### config.mk
export PLATFORM = sky130hd
export DESIGN_NAME = cgra_conf_regs
export DESIGN_NICKNAME = d
export VERILOG_FILES = /design/src/hw/cgra_pkg.sv /design/src/hw/cgra_conf_regs.sv
export SDC_FILE = /design/constraint.sdc
export NUM_CORES = 1
export LEC_CHECK = 0
export ABC_AREA = 1
export BUFFER_PORTS_ARGS = -buffer_cell sky130_fd_sc_hd__buf_2
export CELL_PAD_IN_SITES_DETAIL_PLACEMENT = 0
export CELL_PAD_IN_SITES_GLOBAL_PLACEMENT = 1
export CORE_UTILIZATION = 40
export DETAILED_ROUTE_END_ITERATION = 8
export PLACE_DENSITY_LB_ADDON = 0.1
export RECOVER_POWER = 100
export SLEW_MARGIN = 5
export SYNTH_ARGS = -nofsm -noshare
export SYNTH_HDL_FRONTEND = slang
export SYNTH_SLANG_ARGS = --single-unit
### constraint.sdc
create_clock -name rst -period 11.56 [get_ports rst]
set_input_delay 0 -clock rst [delete_from_list [all_inputs] [get_ports rst]]
set_output_delay 0 -clock rst [all_outputs]
set_load 0.05 [all_outputs]
### src/hw/cgra_pkg.sv
`default_nettype none

package cgra_pkg;

   // datapath sizes
   localparam int data_w     = 32;
   localparam int n_mem      = 2;
   localparam int mem_addr_w = 6;
   localparam int n_alu      = 2;
   localparam int n_mul      = 1;

   // data bus slots
   localparam int n_slots    = 8;
   localparam int sel_w      = 3;
   localparam int slot_mem0a = 0;
   localparam int slot_mem0b = 1;
   localparam int slot_mem1a = 2;
   localparam int slot_mem1b = 3;
   localparam int slot_alu0  = 4;
   localparam int slot_alu1  = 5;
   localparam int slot_mul0  = 6;
   localparam int slot_zero  = 7;
   localparam int databus_w  = n_slots * data_w;

   // configuration words, mem0 A/B then mem1 A/B, alus, multiplier
   localparam int n_conf        = 7;
   localparam int conf_mem_base = 0;
   localparam int conf_alu_base = 4;
   localparam int conf_mul_base = 6;
   localparam int conf_addr_w   = 3;
   localparam int conf_bits     = n_conf * data_w;

   // host address: bit 7 control, bit 6 memory, bits 5..0 word
   localparam int host_addr_w = 8;

   localparam logic [2:0] fn_add    = 3'd0;
   localparam logic [2:0] fn_sub    = 3'd1;
   localparam logic [2:0] fn_and    = 3'd2;
   localparam logic [2:0] fn_or     = 3'd3;
   localparam logic [2:0] fn_xor    = 3'd4;
   localparam logic [2:0] fn_max    = 3'd5;
   localparam logic [2:0] fn_min    = 3'd6;
   localparam logic [2:0] fn_pass_a = 3'd7;

   // one config word, read as a memory port or as an alu/mul setup
   typedef union packed {
      struct packed {
         logic [4:0]            unused;
         logic                  en;
         logic                  wr;
         logic [sel_w-1:0]      sel;
         logic [mem_addr_w-1:0] start;
         logic [mem_addr_w-1:0] incr;
         logic [mem_addr_w-1:0] iter;
         logic [3:0]            delay;
      } mem_port;
      struct packed {
         logic [22:0]      unused;
         logic [2:0]       fn;
         logic [sel_w-1:0] sel_a;
         logic [sel_w-1:0] sel_b;
      } alu;
   } conf_word_u;

endpackage

`default_nettype wire

### src/hw/cgra_conf_regs.sv
`timescale 1ns/1ps
`default_nettype none

module cgra_conf_regs (
   input  wire                                rst,
   input  wire                                clk,
   input  wire                                conf_valid,
   input  wire  [cgra_pkg::conf_addr_w-1:0]   conf_addr,
   input  wire  [cgra_pkg::data_w-1:0]        conf_wdata,
   output logic [cgra_pkg::conf_bits-1:0]     config_bus
);

   logic [cgra_pkg::data_w-1:0] conf_mem [cgra_pkg::n_conf];

   // host writes one word per strobe
   always_ff @(posedge rst or posedge clk) begin
      if (clk) begin
         for (int i = 0; i < cgra_pkg::n_conf; i++) begin
            conf_mem[i] <= '0;
         end
      end else if (conf_valid && (int'(conf_addr) < cgra_pkg::n_conf)) begin
         conf_mem[conf_addr] <= conf_wdata;
      end
   end

   // word 0 sits in the lowest bits
   always_comb begin
      for (int i = 0; i < cgra_pkg::n_conf; i++) begin
         config_bus[i*cgra_pkg::data_w +: cgra_pkg::data_w] = conf_mem[i];
      end
   end

endmodule

`default_nettype wire

==> results.json, run 1 <==
{
  "via_per_inst": 4.908,
  "clk-insertion-delay-late_ns": 0.51,
  "drt-wirelength-per-cell_um": 18.37,
  "worstMarginPinSlew_ns": 3.886,
  "multi_input_area_mm2": 0.002776,
  "synth-seq-cells": 224,
  "cpPeakStageDelay_ns": 2.11,
  "post_cts_buffers": 0,
  "period_share_pct": 55.79,
  "critPathLaunchType": "primary input",
  "final_nets": 1294,
  "overflow": 0,
  "fillers": 2172,
  "area_growth_pct": 27.03,
  "yosysWarnings": 0,
  "relSlewSlack_pct": -160.5,
  "final_hold_viol_count": 0,
  "cp.required_ns": 11.96,
  "fp-row-count": 53,
  "die_h_um": 148.9,
  "cts_tree": "done",
  "largest_register_ffs": 224,
  "netlist_area_mm2": 0.008637,
  "seq_area_frac_synth_pct": 64.90,
  "cellPowerDensity_mw_per_mm2": 242.5,
  "cp_top_family": "simple AND/OR/NAND/NOR gates",
  "antenna_found_initial": 0,
  "grt_max_degree": 85,
  "die_w_um": 148.9,
  "hp-class": "primary input to register",
  "start_util_pct": 40.96,
  "finalSetupTns_ns": 0,
  "netlist_instances": 978,
  "diodes": 0,
  "yosysUniqueCellTypes": 11,
  "drive_gt1_share_pct": 6.275,
  "power_leakage_nw": 5.712,
  "gr-usage-all-layers_pct": 26.15,
  "syn_nets": 1016,
  "path_common_cell": "nand2_1",
  "firstDrtPassIters": 5,
  "cts-root-buf": "clkbuf_16",
  "period_needed_ns": 6.449,
  "drt_iter0_drc": 470,
  "violations": "capacitance limit, slew limit",
  "rsz0062_at_grt": "false",
  "cts-resized-gates": 0,
  "crit_arrival_ns": 6.85,
  "syn_avg_cell_area_um2": 8.831,
  "gp_congestion": 0.7701,
  "antenna_left": 0,
  "finalPower_w": 0.002661,
  "fmax_mhz": 155.1,
  "clock_skew_ns": 0,
  "cp_slowest_cell": "clkbuf_1",
  "critical_path_class": "primary input to register",
  "outcome": "finished, violations left",
  "die-area_mm2": 0.02218,
  "clk_path_buf_depth": 3,
  "critPathBufInv": 3,
  "htree_levels": 1,
  "wl_mm": 28.47,
  "cts_inserted_buffers": 25,
  "peakVddDrop_v": 0.0001055,
  "crit_path_cell_trace": "dlygate4sd3_1 -> clkbuf_1 -> nor2_1 -> clkbuf_1 -> nand2_1 -> nand2_1 -> nand2_1",
  "cts_sinks": 224,
  "pin_count": 262,
  "path_clk_slew_ns": 0.06,
  "fin_util_pct": 52.03,
  "drv_slew": 427,
  "dr_total_vias": 7608,
  "drv_cap": 9,
  "setup-violations-final": 0,
  "end_kind": "register",
  "ff_latch_area_mm2": 0.005605,
  "first_global_vias": 7393,
  "grt_pass1_wl_mm": 44.29,
  "drc": 0,
  "io_buffers": 261,
  "hold_slack_ns": 0.1329,
  "fp.coreArea_mm2": 0.02109,
  "critPathMaxFanout": 63,
  "dpl.hpwl_mm": 17.77
}
[cell usage after synthesis]
cell type / instances / area, um^2
buf_1: 2 / 7.510
buf_2: 23 / 115.1
clkbuf_1: 31 / 116.4
dfrtp_1: 224 / 5605
inv_1: 4 / 15.01
inv_2: 3 / 11.26
nand2_1: 556 / 2087
nand3_1: 128 / 640.6
nor2_1: 4 / 15.01
nor2_2: 2 / 12.51
nor2_4: 1 / 11.26
[worst paths after layout]
kind                                               end  cells after the start                        from  slack [ns]
setup / recovery            config_bus[25]$_DFFE_PP0P_                      7                conf_addr[0]        5.11
hold / removal             config_bus[210]$_DFFE_PP0P_                      5                  conf_valid        0.13
setup reg to reg            config_bus[22]$_DFFE_PP0P_                      2  config_bus[22]$_DFFE_PP0P_       10.89
hold reg to reg             config_bus[92]$_DFFE_PP0P_                      2  config_bus[92]$_DFFE_PP0P_        0.47
max in group asynchronous   config_bus[42]$_DFFE_PP0P_                      4                         clk        5.60
min in group asynchronous   config_bus[99]$_DFFE_PP0P_                      3                         clk        1.20
[power by group]
part	leakage [nW]	internal (W)	switching, W
clock network	0.396	0.000454	0.000320
registers	2.82	0.000932	0.0000833
logic	2.50	0.000131	0.000742
[worst min-delay path: stages]
cell     delay [ns]
buf_2          0.11
nand2_1        0.15
nor2_4         0.20
nand2_1        0.10
nand2_1        0.04
[cell families (layout without fill, tap and decap cells)]
| group | Yosys count | in the layout | share of synthesized area (%) |
|---|---|---|---|
| AND/OR/NAND/NOR | 691 | 691 | 32.03 |
| flip-flops | 224 | 224 | 64.90 |
| buffers and inverters | 63 | 360 | 3.071 |
[repair_timing]
item | in CTS | in global routing
hold buffers | 36 | 0
endpoints found under the setup margin | 0 | 0
hold endpoints to repair | 306 | 0
[layout by cell type, fill, tap and decap left out]
| cell type | synthesis | routed |
|---|---|---|
| dlygate4sd3_1 | 0 | 36 |
| clkbuf_8 | 0 | 5 |
| nor2_4 | 1 | 3 |
| inv_2 | 3 | 2 |
| clkinvlp_2 | 0 | 1 |
| inv_6 | 0 | 1 |
| clkinv_2 | 0 | 6 |
| clkbuf_1 | 31 | 243 |
| inv_1 | 4 | 3 |
| nand3_1 | 128 | 128 |
| clkinv_1 | 0 | 1 |
| nand2_1 | 556 | 556 |
| clkbuf_16 | 0 | 25 |
| buf_4 | 0 | 1 |
| bufinv_16 | 0 | 1 |
| nor2_1 | 4 | 4 |
| buf_2 | 23 | 35 |
| dfrtp_1 | 224 | 224 |
[stage by stage]
step / instances / worst slack (ns) / instance area [um^2]
after CTS: 1550 / 8.912 / 11330
after floorplan: 978 / 5.426 / 8637
after global placement: 1468 / 8.977 / 10170
after detailed placement: 1468 / 8.930 / 10170
final: 1550 / 5.111 / 10970
after global routing: 1550 / 4.370 / 10970
[final cells by class]
type	instances	share of cell area (%)
timing repair buffer	307	12.99
sequential	224	51.09
inverter	7	0.2509
clock buffer	38	6.603
multi-input combinational	691	25.30
tap	275	3.136
clock inverter	8	0.6272
[layer usage]
layer / GRT usage, % / part of all wire (%) / vias to the layer above
li1: - / - / 3596
met1: 37.28 / 45 / 3698
met2: 40.63 / 46 / 276
met3: 5.810 / 7.1 / 38
met4: 6.173 / 2.0 / 0
met5: 0 / 0 / -
Note: power is estimated with default switching activity, not from simulation.
==> inputs of run 2 (changes only) <==
- ABC_AREA: 1 -> 0
- CORE_UTILIZATION: 40 -> 41
- clock period: 11.56 -> 6.3 ns (I/O delays scaled with it)
==> results.json, run 2 <==
{
  "fp-row-count": 51,
  "syn_nets": 522,
  "cts_sinks": 224,
  "mostFrequentLayoutCells": "clkbuf_1, dfrtp_1, mux2_2",
  "wl_mm": 21.01,
  "async_reset_ff_share_pct": 100.0,
  "drive_gt1_share_pct": 32.59,
  "cp.required_ns": 6.82,
  "clock_skew_ns": 0,
  "dp.cells": 993,
  "startpoint": "clk",
  "antenna_left": 0,
  "clk-insertion-delay-late_ns": 0.50,
  "critPathCapture": "config_bus[221]$_DFFE_PP0P_",
  "htree_levels": 1,
  "fp.coreArea_mm2": 0.01978,
  "period_share_pct": 51.94,
  "critPathMaxFanout": 158,
  "cts_inserted_buffers": 24,
  "largest_register_ffs": 224,
  "area_growth_pct": 28.42,
  "dpl.hpwl_mm": 14.16,
  "fmax_mhz": 305.6,
  "clk_path_buf_depth": 3,
  "fin_util_pct": 54.41,
  "drc": 0,
  "power_leakage_nw": 4.615,
  "crit_arrival_ns": 3.79,
  "die-area_mm2": 0.02102,
  "fin_cells": 1069,
  "syn_avg_cell_area_um2": 17.32,
  "rr_worst_depth": 1,
  "post_cts_buffers": 0,
  "gr-usage-met3_pct": 5.943,
  "end_kind": "asynchronous set/reset pin",
  "top_usage_layer": "met2",
  "netlist_area_mm2": 0.008382,
  "cts_tree": "done",
  "drv_cap": 6,
  "grt_pass1_wl_mm": 33.58,
  "antenna_found_initial": 0,
  "synth-seq-cells": 224,
  "hp-class": "primary input to register",
  "netlist_instances": 484,
  "crit_path_cell_trace": "dlygate4sd3_1 -> clkbuf_1 -> clkinvlp_4 -> buf_4",
  "finalSetupTns_ns": 0,
  "outcome": "finished, violations left",
  "gr-usage-all-layers_pct": 20.53,
  "synthFlopType": "dfrtp_1",
  "drt_iter0_drc": 137,
  "die_w_um": 145.0,
  "cts-resized-gates": 0,
  "synth_top_area_share_pct": 66.88,
  "cts_hold_buf": 33,
  "r2r-start": "config_bus[141]$_DFFE_PP0P_",
  "peakVddDrop_v": 0.0002092,
  "cts-root-buf": "clkbuf_16",
  "period_needed_ns": 3.272,
  "grt_max_degree": 159,
  "first_global_vias": 5778,
  "yosysMostFrequentCell": "dfrtp_1",
  "rr_endpoint": "config_bus[141]$_DFFE_PP0P_",
  "die_h_um": 145.0,
  "drv_slew": 251,
  "dr_total_vias": 5219,
  "rsz0062_at_grt": "false",
  "critical_path_class": "primary input to asynchronous set/reset pin",
  "cellPowerDensity_mw_per_mm2": 482.0,
  "via_per_inst": 4.882,
  "final_common_cell": "clkbuf_1",
  "rrSetupSlack_ns": 5.47,
  "gp_congestion": 0.7731,
  "cpPeakStageDelay_ns": 2.06,
  "violations": "capacitance limit, slew limit",
  "setup-violations-final": 0,
  "yosysWarnings": 0,
  "cp_slowest_cell": "clkinvlp_4",
  "synth-edff-count": 0,
  "overflow": 0,
  "synthTopCellsByArea": "dfrtp_1, mux2_2, mux2_1, buf_4, buf_2",
  "pin_count": 262,
  "start_util_pct": 42.37,
  "relSlewSlack_pct": -121.0,
  "fin_ws_ns": 3.028,
  "drt-wirelength-per-cell_um": 19.66,
  "use_met1_pct": 26.21,
  "use_met2_pct": 33.65,
  "final_hold_viol_count": 0,
  "seq_area_frac_synth_pct": 66.88,
  "worstMarginPinSlew_ns": 3.315,
  "critPathLaunchType": "primary input",
  "firstDrtPassIters": 4,
  "final_nets": 825,
  "yosysUniqueCellTypes": 10,
  "dp_slack_ns": 4.314,
  "io_buffers": 261,
  "synthTopCellsByCount": "dfrtp_1, mux2_2, mux2_1",
  "diodes": 0,
  "path_clk_slew_ns": 0.06,
  "yosysTopAreaCell": "dfrtp_1"
}
run 2: through the flow:
stage	instance area (um^2)	hold WS [ns]	total power, W
floorplan	8382	0.1347	0.003369
global placement	9985	0.3032	0.003836
detailed placement	9985	0.3147	0.003867
CTS	11150	0.05920	0.005335
global route	10760	0.1634	0.005400
finish	10760	0.1221	0.005188
run 2: cell type report:
class,count,area [um^2]
fillers,1803,9017
clock buffers,39,788.3
inverters,1,7.507
multi-input cells,231,2587
clock inverters,4,45.04
repair buffers,305,1399
flip-flops and latches,224,5605
well taps,265,331.6
run 2: how the worst min path moves through the flow:
stage | start | endpoint | slack, ns | cells after the start
2_1_floorplan | conf_wdata[0] | config_bus[0]$_DFFE_PP0P_ | 0.13 | 1
3_3_place_gp | conf_wdata[15] | config_bus[15]$_DFFE_PP0P_ | 0.30 | 2
3_5_place_dp | conf_wdata[10] | config_bus[138]$_DFFE_PP0P_ | 0.31 | 2
4_1_cts | conf_valid | config_bus[9]$_DFFE_PP0P_ | 0.06 | 3
5_1_grt | conf_addr[2] | config_bus[39]$_DFFE_PP0P_ | 0.16 | 3
6_report | conf_addr[2] | config_bus[45]$_DFFE_PP0P_ | 0.12 | 3
run 2: cell families (layout without fill, tap and decap cells):
group / Yosys count / count (layout) / synth area share [%]
DFF: 224 / 224 / 66.88
and+or+nand+nor: 7 / 7 / 0.9554
buffers and inverters: 29 / 349 / 2.075
muxes: 224 / 224 / 30.09
run 2: layer usage:
layer,vias up,wire length (um)
met2,186,10060
met1,2658,8920
met4,0,462
met5,-,0
li1,2338,-
met3,37,1569
run 2: power by group:
part | internal [W] | leakage, nW | switching (W) | total (W)
logic | 0.000369 | 1.51 | 0.00146 | 0.00182
registers | 0.00176 | 2.69 | 0.000171 | 0.00193
clock network | 0.000891 | 0.417 | 0.000543 | 0.00143
run 2: worst max-delay path: cells and delay by family:
kind / cells / cell delay [ns]
buf+inv: 4 / 3.64
